`config.mk`:
```
export PLATFORM = sky130hd
export DESIGN_NAME = rv_core
export DESIGN_NICKNAME = d
export VERILOG_FILES = /design/src/rv_pkg.sv /design/src/alu.sv /design/src/exu.sv /design/src/gpr_file.sv /design/src/idu.sv /design/src/key_mux.sv /design/src/rv_core.sv
export SDC_FILE = /design/constraint.sdc
export NUM_CORES = 2
export LEC_CHECK = 0
export BUFFER_PORTS_ARGS = -buffer_cell sky130_fd_sc_hd__buf_4
export CORE_AREA = 2 2 363 365
export DETAILED_ROUTE_END_ITERATION = 16
export DIE_AREA = 0 0 365 367
export PLACE_DENSITY_LB_ADDON = 0.05
export RECOVER_POWER = 25
export SYNTH_ARGS = -nofsm -noshare
export SYNTH_HDL_FRONTEND = slang
export SYNTH_SLANG_ARGS = --single-unit
```
`constraint.sdc`:
```
create_clock -name clk -period 15.5 [get_ports clk]
set_input_delay 2.325 -clock clk [delete_from_list [all_inputs] [get_ports clk]]
set_output_delay 2.325 -clock clk [all_outputs]
set_load 0.01 [all_outputs]
```
`src/rv_pkg.sv`:
```
package rv_pkg;

    // ========================================
    // Widths and addresses
    // ========================================
    localparam int xlen = 32;

    typedef logic [xlen-1:0] word_t;
    typedef logic [4:0] reg_idx_t;

    localparam word_t base_addr = 32'h8000_0000;    // Reset PC
    localparam word_t inst_bytes = 32'd4;           // Sequential PC step

    // ========================================
    // Instruction classes
    // ========================================
    typedef enum logic [2:0] {
        inst_none, inst_auipc, inst_jal, inst_beq,
        inst_sw, inst_addi, inst_add, inst_ebreak
    } inst_num_e;

    typedef enum logic [2:0] {
        type_none, type_r, type_i, type_s, type_b, type_u, type_j
    } inst_type_e;

    typedef enum logic [1:0] {
        alu_none, alu_add, alu_xor
    } alu_func_e;

    typedef struct packed {
        inst_num_e inst_num;
        inst_type_e inst_type;
        word_t imm;                                 // Already sign-extended
        reg_idx_t rs1;
        reg_idx_t rs2;
        reg_idx_t rd;
    } dec_t;

    typedef struct packed {
        word_t addr;
        word_t data;
    } store_t;

    // Lookup tables for the execute stage
    localparam int nr_inst_keys = 7;
    localparam int nr_type_keys = 6;

    localparam inst_num_e inst_keys [nr_inst_keys] = '{
        inst_auipc, inst_jal, inst_beq, inst_sw, inst_addi, inst_add, inst_ebreak
    };
    localparam inst_type_e type_keys [nr_type_keys] = '{
        type_r, type_i, type_s, type_b, type_u, type_j
    };

    // Encodings
    localparam logic [6:0] op_auipc = 7'b0010111;
    localparam logic [6:0] op_jal = 7'b1101111;
    localparam logic [6:0] op_branch = 7'b1100011;
    localparam logic [6:0] op_store = 7'b0100011;
    localparam logic [6:0] op_imm = 7'b0010011;
    localparam logic [6:0] op_reg = 7'b0110011;
    localparam logic [2:0] f3_zero = 3'b000;        // beq, addi, add
    localparam logic [2:0] f3_word = 3'b010;        // sw
    localparam word_t ebreak_word = 32'h0010_0073;

endpackage
```
`src/alu.sv`:
```
module alu
    (
        input rv_pkg::word_t a,
        input rv_pkg::word_t b,
        input rv_pkg::alu_func_e func,
        output rv_pkg::word_t result,
        output logic zero
    );

    import rv_pkg::*;

    always_comb
    begin
        case (func)
            alu_add:
                result = a + b;
            alu_xor:
                result = a ^ b;
            default:
                result = '0;
        endcase
    end

    // beq compares by xor, so equal operands give an all-zero result
    assign zero = (result == '0);

endmodule

```
`src/exu.sv`:
```
module exu
    (
        input rv_pkg::dec_t dec,
        input rv_pkg::word_t pc,
        input rv_pkg::word_t src1,
        input rv_pkg::word_t src2,
        input rv_pkg::word_t alu_result,
        input logic alu_zero,
        output rv_pkg::word_t alu_a,
        output rv_pkg::word_t alu_b,
        output rv_pkg::alu_func_e alu_func,
        output rv_pkg::word_t pc_step,
        output logic pc_w_en,
        output rv_pkg::word_t rd_data,
        output logic gpr_w_en,
        output rv_pkg::store_t store,
        output logic mem_w_en,
        output logic halt_req
    );

    import rv_pkg::*;

    // Entry order follows inst_keys or type_keys
    word_t alu_a_vals [nr_inst_keys];
    word_t alu_b_vals [nr_inst_keys];
    alu_func_e alu_func_vals [nr_inst_keys];
    word_t pc_step_vals [nr_inst_keys];
    word_t rd_data_vals [nr_inst_keys];
    logic halt_vals [nr_inst_keys];
    logic pc_w_en_vals [nr_type_keys];
    logic gpr_w_en_vals [nr_type_keys];
    logic mem_w_en_vals [nr_type_keys];

    // ========================================
    // Keyed by instruction
    // ========================================
    assign alu_a_vals = '{pc, pc, src1, src1, src1, src1, '0};
    assign alu_b_vals = '{dec.imm, inst_bytes, src2, dec.imm, dec.imm, src2, '0};
    assign alu_func_vals = '{alu_add, alu_add, alu_xor, alu_add, alu_add, alu_add, alu_none};
    assign pc_step_vals = '{inst_bytes, dec.imm, alu_zero ? dec.imm : inst_bytes,
                            inst_bytes, inst_bytes, inst_bytes, inst_bytes};
    assign rd_data_vals = '{alu_result, alu_result, '0, '0, alu_result, alu_result, '0};
    assign halt_vals = '{1'b0, 1'b0, 1'b0, 1'b0, 1'b0, 1'b0, 1'b1};

    key_mux #(.key_t(inst_num_e), .data_t(word_t), .nr_key(nr_inst_keys),
              .keys(inst_keys), .default_out('0))
        alu_a_mux (.key(dec.inst_num), .values(alu_a_vals), .out(alu_a));

    key_mux #(.key_t(inst_num_e), .data_t(word_t), .nr_key(nr_inst_keys),
              .keys(inst_keys), .default_out('0))
        alu_b_mux (.key(dec.inst_num), .values(alu_b_vals), .out(alu_b));

    key_mux #(.key_t(inst_num_e), .data_t(alu_func_e), .nr_key(nr_inst_keys),
              .keys(inst_keys), .default_out(alu_none))
        alu_func_mux (.key(dec.inst_num), .values(alu_func_vals), .out(alu_func));

    key_mux #(.key_t(inst_num_e), .data_t(word_t), .nr_key(nr_inst_keys),
              .keys(inst_keys), .default_out(inst_bytes))
        pc_step_mux (.key(dec.inst_num), .values(pc_step_vals), .out(pc_step));

    key_mux #(.key_t(inst_num_e), .data_t(word_t), .nr_key(nr_inst_keys),
              .keys(inst_keys), .default_out('0))
        rd_data_mux (.key(dec.inst_num), .values(rd_data_vals), .out(rd_data));

    // Unknown words fall to the default and stop the core
    key_mux #(.key_t(inst_num_e), .data_t(logic), .nr_key(nr_inst_keys),
              .keys(inst_keys), .default_out(1'b1))
        halt_mux (.key(dec.inst_num), .values(halt_vals), .out(halt_req));

    // ========================================
    // Keyed by format
    // ========================================
    assign pc_w_en_vals = '{1'b1, 1'b1, 1'b1, 1'b1, 1'b1, 1'b1};
    assign gpr_w_en_vals = '{1'b1, 1'b1, 1'b0, 1'b0, 1'b1, 1'b1};
    assign mem_w_en_vals = '{1'b0, 1'b0, 1'b1, 1'b0, 1'b0, 1'b0};

    key_mux #(.key_t(inst_type_e), .data_t(logic), .nr_key(nr_type_keys),
              .keys(type_keys), .default_out(1'b0))
        pc_w_en_mux (.key(dec.inst_type), .values(pc_w_en_vals), .out(pc_w_en));

    key_mux #(.key_t(inst_type_e), .data_t(logic), .nr_key(nr_type_keys),
              .keys(type_keys), .default_out(1'b0))
        gpr_w_en_mux (.key(dec.inst_type), .values(gpr_w_en_vals), .out(gpr_w_en));

    key_mux #(.key_t(inst_type_e), .data_t(logic), .nr_key(nr_type_keys),
              .keys(type_keys), .default_out(1'b0))
        mem_w_en_mux (.key(dec.inst_type), .values(mem_w_en_vals), .out(mem_w_en));

    // For sw the ALU already forms src1 + imm
    assign store.addr = alu_result;
    assign store.data = src2;

endmodule

```
`src/gpr_file.sv`:
```
module gpr_file
    (
        input logic clk,
        input logic reset,
        input rv_pkg::reg_idx_t rs1,
        input rv_pkg::reg_idx_t rs2,
        input rv_pkg::reg_idx_t rd,
        input rv_pkg::word_t rd_data,
        input logic w_en,
        output rv_pkg::word_t src1,
        output rv_pkg::word_t src2
    );

    import rv_pkg::*;

    word_t regs [32];

    always_ff @(posedge clk)
    begin
        if (reset)
        begin
            for (int i = 0; i < 32; i++)
            begin
                regs[i] <= '0;
            end
        end
        else if (w_en && rd != '0)
        begin
            regs[rd] <= rd_data;                    // x0 never written
        end
    end

    assign src1 = (rs1 == '0) ? '0 : regs[rs1];
    assign src2 = (rs2 == '0) ? '0 : regs[rs2];

endmodule

```
`src/idu.sv`:
```
module idu
    (
        input rv_pkg::word_t inst,
        output rv_pkg::dec_t dec
    );

    import rv_pkg::*;

    logic [6:0] opcode;
    logic [2:0] funct3;
    logic [6:0] funct7;
    word_t imm_i;
    word_t imm_s;
    word_t imm_b;
    word_t imm_u;
    word_t imm_j;
    inst_num_e inst_num;
    inst_type_e inst_type;

    assign opcode = inst[6:0];
    assign funct3 = inst[14:12];
    assign funct7 = inst[31:25];

    // ========================================
    // Immediates
    // ========================================
    assign imm_i = {{20{inst[31]}}, inst[31:20]};
    assign imm_s = {{20{inst[31]}}, inst[31:25], inst[11:7]};
    assign imm_b = {{19{inst[31]}}, inst[31], inst[7], inst[30:25], inst[11:8], 1'b0};
    assign imm_u = {inst[31:12], 12'b0};
    assign imm_j = {{11{inst[31]}}, inst[31], inst[19:12], inst[20], inst[30:21], 1'b0};

    // ========================================
    // Classification
    // ========================================
    always_comb
    begin
        inst_num = inst_none;
        inst_type = type_none;
        if (inst == ebreak_word)
        begin
            inst_num = inst_ebreak;
            inst_type = type_i;
        end
        else
        begin
            case (opcode)
                op_auipc:
                begin
                    inst_num = inst_auipc;
                    inst_type = type_u;
                end
                op_jal:
                begin
                    inst_num = inst_jal;
                    inst_type = type_j;
                end
                op_branch:
                    if (funct3 == f3_zero)
                    begin
                        inst_num = inst_beq;
                        inst_type = type_b;
                    end
                op_store:
                    if (funct3 == f3_word)
                    begin
                        inst_num = inst_sw;
                        inst_type = type_s;
                    end
                op_imm:
                    if (funct3 == f3_zero)
                    begin
                        inst_num = inst_addi;
                        inst_type = type_i;
                    end
                op_reg:
                    if (funct3 == f3_zero && funct7 == 7'b0)
                    begin
                        inst_num = inst_add;
                        inst_type = type_r;
                    end
                default:
                    inst_num = inst_none;               // Unknown opcode
            endcase
        end
    end

    always_comb
    begin
        dec.inst_num = inst_num;
        dec.inst_type = inst_type;
        dec.rs1 = inst[19:15];
        dec.rs2 = inst[24:20];
        dec.rd = inst[11:7];
        case (inst_type)
            type_i: dec.imm = imm_i;
            type_s: dec.imm = imm_s;
            type_b: dec.imm = imm_b;
            type_u: dec.imm = imm_u;
            type_j: dec.imm = imm_j;
            default: dec.imm = '0;                  // R format and unknown words
        endcase
    end

endmodule

```
`src/key_mux.sv`:
```
module key_mux
    #(
        parameter type key_t = logic,
        parameter type data_t = logic,
        parameter int nr_key = 1,
        parameter key_t keys [nr_key] = '{default: key_t'(0)},
        parameter data_t default_out = data_t'(0)
    )
    (
        input key_t key,
        input data_t values [nr_key],
        output data_t out
    );

    // Later entries win, but the key tables hold no duplicates
    always_comb
    begin
        out = default_out;
        for (int i = 0; i < nr_key; i++)
        begin
            if (key == keys[i])
            begin
                out = values[i];
            end
        end
    end

endmodule

```
`src/rv_core.sv`:
```
module rv_core
    (
        input logic clk,
        input logic reset,
        output rv_pkg::word_t inst_addr,
        input rv_pkg::word_t inst,
        output logic mem_w_en,
        output rv_pkg::store_t store,
        output logic halted,
        output logic illegal
    );

    import rv_pkg::*;

    word_t pc;
    word_t pc_next;
    dec_t dec;
    word_t src1;
    word_t src2;
    word_t alu_a;
    word_t alu_b;
    alu_func_e alu_func;
    word_t alu_result;
    logic alu_zero;
    word_t pc_step;
    logic pc_w_en;
    word_t rd_data;
    logic gpr_w_en;
    logic exu_mem_w_en;
    logic halt_req;
    logic run;
    logic commit;

    assign run = !reset && !halted && !illegal;
    assign commit = run && !halt_req;               // Halting instructions write nothing

    assign inst_addr = pc;
    assign pc_next = pc + pc_step;
    assign mem_w_en = exu_mem_w_en && commit;

    // ========================================
    // PC and sticky halt flags
    // ========================================
    always_ff @(posedge clk)
    begin
        if (reset)
        begin
            pc <= base_addr;
            halted <= 1'b0;
            illegal <= 1'b0;
        end
        else if (run)
        begin
            if (halt_req)
            begin
                halted <= 1'b1;
                illegal <= (dec.inst_num == inst_none);
            end
            else if (pc_w_en)
            begin
                pc <= pc_next;
            end
        end
    end

    idu idu0 (.inst(inst), .dec(dec));

    gpr_file gpr0 (.clk(clk), .reset(reset), .rs1(dec.rs1), .rs2(dec.rs2), .rd(dec.rd),
                   .rd_data(rd_data), .w_en(gpr_w_en && commit), .src1(src1), .src2(src2));

    exu exu0 (.dec(dec), .pc(pc), .src1(src1), .src2(src2), .alu_result(alu_result),
              .alu_zero(alu_zero), .alu_a(alu_a), .alu_b(alu_b), .alu_func(alu_func),
              .pc_step(pc_step), .pc_w_en(pc_w_en), .rd_data(rd_data), .gpr_w_en(gpr_w_en),
              .store(store), .mem_w_en(exu_mem_w_en), .halt_req(halt_req));

    alu alu0 (.a(alu_a), .b(alu_b), .func(alu_func), .result(alu_result), .zero(alu_zero));

endmodule

```
## Word level (Yosys, flattened, before mapping)

Memories as Yosys holds them, arrays and structs flattened.
Cells that the tools add are included.

| word-level totals | value |
|---|---|
| bits in read-only memories | 0 |
| bits in registers | 34 |
| bits in writable memories | 1024 |
| memories | 1 |
| word-level logic and storage cells | 132 |
| latch bits | 0 |
| input bits | 34 |
| output and inout bits | 99 |

| operators by class | value |
|---|---|
| shift-type cells | 0 |
| add/subtract/negate cells | 2 |
| reduce and logical (&&, ||, !) cells | 21 |
| magnitude comparators | 0 |
| bitwise gates (word level) | 2 |
| equality and inequality tests | 23 |
| mux-type cells | 80 |
| div/mod/pow operators | 0 |
| $mul | 0 |

Memories:

| name | words | bits a word | read ports | clocked after memory_dff | wr ports | line | source |
|---|---|---|---|---|---|---|---|
| gpr0.regs | 32 | 32 | 2 | 0 | 32 | gpr_file.sv:16 | `word_t regs [32];` |

Operators by type and width:

| operator | count |
|---|---|
| two-way mux 32 bit | 31 |
| one-hot mux 32 bit (5 select lines) | 1 |
| adder 32 bit | 2 |
| one-hot mux 32 bit (2 select lines) | 1 |
| one-hot mux 3 bit (6 select lines) | 2 |
| == test 32 x 21 -> 1 bit, second input constant | 1 |
| zero test 32 bit | 1 |
| OR reduction 32 bit | 1 |
| bitwise XOR 32 bit | 1 |
| two-way mux 1 bit | 29 |
| == test 3 bit, second input constant | 7 |
| two-way mux 2 bit | 9 |
| two-way mux 3 bit | 6 |
| == test 3 x 2 -> 1 bit, second input constant | 5 |
| == test 7 x 5 -> 1 bit, second input constant | 2 |
| == test 7 x 6 -> 1 bit, second input constant | 2 |
| == test 7 bit, second input constant | 2 |
| zero test 5 bit | 2 |
| logical AND 1 bit | 7 |
| zero test 7 bit | 1 |
| == test 3 x 1 -> 1 bit, second input constant | 2 |
| zero test 3 bit | 2 |
| two-way mux 5 bit | 1 |
| nonzero test 5 bit | 1 |
| other kinds (6) | 9 |

## Longest topological paths before layout

| logic depth | value |
|---|---|
| word-level depth | 24 |
| gate-level depth with buffers | 44 |
| depth with buffers taken out | 38 |

## Modules after synthesis

From an unflattened synthesis, not the netlist that was laid out.

| unflattened totals | value |
|---|---|
| cell total of the unflattened synthesis | 5823 |
| area, all modules | 71118.2 µm² |

Modules (own cells, without submodules):

| module | sequential area each (µm²) | area each (µm²) | cells an instance | times used |
|---|---|---|---|---|
| gpr_file | 30749.5 | 54253.3 | 3502 | 1 |
| key_mux at exu0.alu_a_mux ... | 0.0 | 2347.3 | 319 | 3 |
| rv_core | 680.7 | 3042.9 | 400 | 1 |
| alu | 0.0 | 2429.8 | 383 | 1 |
| key_mux at exu0.pc_step_mux | 0.0 | 2317.2 | 312 | 1 |
| idu | 0.0 | 888.4 | 133 | 1 |
| exu | 0.0 | 743.2 | 101 | 1 |
| key_mux at exu0.gpr_w_en_mux ... | 0.0 | 62.6 | 5 | 3 |
| key_mux at exu0.alu_func_mux | 0.0 | 150.1 | 15 | 1 |
| key_mux at exu0.halt_mux | 0.0 | 63.8 | 5 | 1 |

## Least setup slack after synthesis

No wires, ideal clock.

| timing path | value |
|---|---|
| path type | in2reg |
| from | input port inst[15] |
| to | register pc[30], in the netlist inst_addr[30] |
| required time | 15.360 ns |
| stages | 41 |
| slack | 4.624 ns |
| buffers on the path | 8 |
| arrival | 10.735 ns |
| setup time | 0.140 ns |
| cells stage by stage | clkbuf_1 > buf_2 > buf_2 > buf_1 > nor2_1 > nand3_1 > nand2_1 > or2_2 > ha_1 > buf_1 > or2_2 > and2_1 > clkbuf_1 > a21oi_1 > o21ai_0 > ha_1 > clkbuf_1 > a211o_1 > [5 not listed] > a2111oi_2 > nand4b_1 > o21ba_1 > buf_6 > nor2_1 > fa_1 > a21o_1 > a21oi_1 > o21bai_1 > a2111oi_0 > nor2_1 > a21oi_1 > o21ai_0 > a21boi_0 > o21ai_0 > a31oi_1 > mux2i_1 > o311ai_0 |

RTL lines:

| element | line | source |
|---|---|---|
| start: declaration | rv_core.sv:6 | `input rv_pkg::word_t inst,` |
| end signal: assignment | rv_core.sv:48 | `pc <= base_addr;` |
| end signal: assignment | rv_core.sv:61 | `pc <= pc_next;` |
| end: declaration | rv_core.sv:15 | `word_t pc;` |

## Worst setup path after layout

| timing path | value |
|---|---|
| from | input port inst[20] |
| to | register pc[30], in the netlist inst_addr[30] |

| between the ends | value |
|---|---|
| cells in the longest elaborated chain, start to end | 21 |
| elaborated cells between the ends (all ways) | 70 |
| classes of those cells | 2 x add/sub; 16 x eq/ne; 46 x mux; 2 x bitwise; 3 x reduce/logical; 1 x memory |

Ends and longest elaborated chain:

| element | line | source |
|---|---|---|
| == test 32 x 21 -> 1 bit | idu.sv:40 | `if (inst == ebreak_word)` |
| two-way mux 3 bit | idu.sv:40 |  |
| == test 3 bit or == test 3 x 2 -> 1 bit (tied branches) | idu.sv:95, key_mux.sv:21 |  |
| one-hot mux 32 bit (5 select lines) | idu.sv:95 | `case (inst_type)` |
| two-way mux 32 bit (7 in series) | key_mux.sv:21 | `if (key == keys[i])` |
| adder 32 bit or bitwise XOR 32 bit (tied branches) | alu.sv:16, alu.sv:18 |  |
| one-hot mux 32 bit (2 select lines) | alu.sv:14 | `case (func)` |
| zero test 32 bit | alu.sv:25 | `assign zero = (result == '0);` |
| two-way mux 32 bit | exu.sv:40 | `assign pc_step_vals = '{inst_bytes, dec.imm, alu_zero ? dec.imm : inst_bytes,` |
| two-way mux 32 bit (5 in series) | key_mux.sv:21 |  |
| adder 32 bit | rv_core.sv:38 | `assign pc_next = pc + pc_step;` |

Several ways; a longest one is shown, not always the timed one.
A chain may end at the register's enable or synchronous reset.

==> reports/summary.md <==
The flow ran to the end, but the final reports show violations. The checks that failed: max-capacitance violations, max-slew violations. In the final routed layout, each cell accounts on average for 39.23 um.

The synthesized netlist devotes 1.447% of its cell area to adder and majority cells. The most used flip-flop cell after synthesis is sky130_fd_sc_hd__edfxtp_1. The initialized floorplan defines 133 standard-cell rows.

Global routing used 35.82% of the available tracks. Once detailed placement completed, the half-perimeter wirelength came to 137.2 mm. Post-CTS repair changed the size of 0 cells. The top achievable clock speed was 80.86 MHz.

The portion of the clock cycle consumed by the worst path in the final layout works out to 79.79%. For the pin with the worst max-slew slack, the measured transition is 4.621 ns. Wires add up to 239.1 mm. Net switching is 25.20% of the power.

In this run the power density over the cells is 104.7 nW/um2. For the count of endpoints failing hold in the final timing report, the log shows 0. The type of the worst setup path was input port to flip-flop. In this run, flip-flops and latches consume 48.7% of the power. The shortest period the worst path allows works out to 12.37 ns.

After synthesis, the share of flip-flops with an asynchronous set or reset is 0%. The worst slack at placement is 2.531 ns. The post-synthesis to final-layout area growth is 10.59%, and the part of the power in the clock network is 40.9%. The logs give 1151 for the final number of max-transition violations and 0.9491 for the weighted congestion at the end of routability-driven global placement.

For this run, the slowest stage of the critical path takes 0.78 ns. For this run, the number of Yosys warnings is 0. Buffers placed on the I/O ports in this run total 132. The maximum vdd drop was 0.0001006 V. For the number of global-route vias before repair, the log shows 39.52k. 133 I/O pins were placed.

The synthesized-area fraction occupied by xor and xnor cells is 0.4070%. Measured on the finished design, the core utilization comes to 49.25%. For the worst setup path, the data required time is 16.14 ns. The root buffer cell chosen for the clock tree is sky130_fd_sc_hd__clkbuf_16.

The clock transition at the registers of the reported paths was 0.06 ns; the count of different cell masters after synthesis was 96. The tools report the number of hold-repair buffers added at the cts stage as 0. The overall via count from detail_route was 41.03k. Setup repair after global routing left no endpoint under its margin.

For this run the aggregate overflow at the end of global routing stands at 0. The number of antenna violations at the first check in global routing is 11, and the leakage component of the power is 21.22 nW. The total area inside the core boundary comes to 130500 um2. The synthesized netlist devotes 4.951% of its cell area to compound gates. After the first detailed-routing iteration, the DRC count stood at 6724. CTS saw 1058 sinks. In the final layout, flip-flops and latches occupy 31430 um2.

Across the run, the number of max-cap violations was 39. For this run, design rule violations remaining after detail routing come to 0. Across all hold checks on the routed design, the worst slack comes to 0.5219 ns.

Summing all multi-input logic gate instances after layout gives 25160 um2. For the number of filler instances in the final layout, the log shows 11.53k. Measured along the x axis, the die boundary spans 365 um. The count of final setup violators is 0. No sink is reached through more buffers than the 3 on the longest clock path. The first detailed-routing pass took 7 iterations. In the final timing run, aggregate negative setup slack is 0 ns. The clock tree synthesis step divided the H-tree into 3 levels.

For this design the total switching power over the nets is 1.694 mW. Clock tree synthesis inserted a total of 119 buffers. At the later pin of the worst-skew pair, clock insertion delay measures 0.78 ns. Leaving out fill and tap cells, the most frequent cells in the layout are 1091 x sky130_fd_sc_hd__nor2_1, 1024 x sky130_fd_sc_hd__edfxtp_1, 620 x sky130_fd_sc_hd__mux4_2.

After Yosys synthesis, and, or, nand and nor cells account for 10.87% of the synthesized area. Counting flops and latches in the post-synthesis netlist gives 1058. The first global-routing pass estimated 326.5 mm of wire. In this run the worst hold path is classified as flip-flop to flip-flop.

STA puts the critical path data arrival time at 13.00 ns. The largest net degree at the start of global routing is 129. The post-layout net count is 4340, and the ratio of cells with drive above 1 in the final layout is 24.41%. The via density per instance came out at 6.731. STA classifies the critical path endpoint as a flip-flop. STA classifies the critical path startpoint as an input port. The post-synthesis cell count was 4251. The area enclosed by the die boundary was 134000 um2.

By area, the combinational part of the netlist is dominated by multiplexers. The maximum net fanout on the critical path came out at 56. For the tightest slew margin relative to the limit, the log shows -208.0%.

Yosys mapped a number of flops with a built-in enable equal to 1024. Leaving out fill and tap cells, the most frequent cell in the layout is sky130_fd_sc_hd__nor2_1. The final setup skew is 0.05370 ns.

Of the synthesized area, sequential elements account for 54.10%. The overall die height was 367 um; the average cell area after synthesis was 13.67 um2. Slowest stage cell on the critical path: sky130_fd_sc_hd__buf_4. Internal power comes to 5.030 mW. In the post-route analysis, the smallest setup slack over all paths is 3.132 ns. The tools report the power after layout as 6.725 mW. TritonCTS built the clock tree.

The count of nets left with antenna violations once routing finished came out at 0. Combinational logic burns 10.4% of the power. The synthesized netlist occupies a cell area of 58100 um2. After synthesis, the share of cell area in mux cells is 25.21%. For the starting density of the core, the log shows 44.53%. The setup fix buffers added after clock tree synthesis was 0.
power by group through the flow:
stage / Combinational, mW / Sequential (mW) / Clock (mW)
floorplan: 0.412 / 3.31 / 0
global placement: 0.693 / 3.33 / 0
detailed placement: 0.692 / 3.33 / 0
CTS: 0.693 / 3.27 / 2.76
global route: 0.711 / 3.29 / 2.87
finish: 0.698 / 3.28 / 2.75
path summary, 6_finish.rpt:
check / startpoint / end / slack (ns) / depth (start not counted)
max: inst[20] / inst_addr[30] / 3.13 / 33
min: inst_addr[11] / inst_addr[11] / 0.52 / 2
max reg2reg: gpr0.regs[10][6] / inst_addr[30] / 5.79 / 30
min reg2reg: inst_addr[11] / inst_addr[11] / 0.52 / 2
Yosys cell counts (all sizes together), types with 9 or more instances:
library cell,n,area (um2)
o21bai,9,67.56
o2bb2ai,16,140.1
mux2,18,202.7
clkbuf,295,1107
edfxtp,1024,30750
nand2,273,1025
a31oi,13,81.33
nor2b,11,68.82
buf,113,525.5
or2,9,56.31
mux2i,48,480.5
inv,29,108.9
a21oi,133,673.2
a21o,35,262.8
o21a,11,82.58
nor3,20,100.1
o21ai,108,548.0
nor2,1115,4343
and2,18,112.6
xor2,11,96.34
ha,64,800.8
mux4,620,13960
xnor2,16,140.1
a211oi,16,135.1
dfxtp,34,680.7
a22o,17,148.9
o211ai,11,87.58
and3,9,61.31
nand3,25,125.1
logic make-up after synthesis:
kind of cell	count (synthesis)
mux	686
buf+inv	439
compound gates	438
simple gates	1536
other cells	1
xor+xnor	27
fa+ha+maj	66
flops	1058
layout make-up:
| cell class | count | share of cell area [%] |
|---|---|---|
| inverters | 31 | 0.1889 |
| clock buffers | 151 | 4.854 |
| repair buffers | 244 | 2.592 |
| multi-input cells | 2786 | 39.16 |
| flip-flops and latches | 1058 | 48.91 |
| well taps | 1755 | 3.417 |
| clock inverters | 68 | 0.8626 |
| diodes | 2 | 0.007789 |
per-layer routing:
metal | wire, um | GRT usage (%) | vias to the layer above
li1 | - | - | 16226
met1 | 92550 | 50.78 | 21495
met2 | 105800 | 53.71 | 2802
met3 | 29090 | 8.156 | 504
met4 | 11660 | 14.19 | 0
met5 | 0 | 0 | -
critical path: cells and delay by family:
kind / cells / cell delay, ns
buffers and inverters: 3 / 1.54
AOI/OAI and AO/OA: 19 / 5.37
muxes: 3 / 1.31
adders and majority gates: 2 / 0.76
and+or+nand+nor: 6 / 1.43
state kept, by name (all words and copies together), names as in the netlist:
register   cells
gpr0.regs   1024
halted         1
illegal        1
inst_addr     32
metrics by stage:
step	instance area [um2]	cells
5_1_grt	64250	6093
3_5_place_dp	60970	5874
4_1_cts	64640	6093
3_3_place_gp	60970	5874
6_report	64260	6095
2_1_floorplan	58220	4283
(Power assumes the default switching activity.)
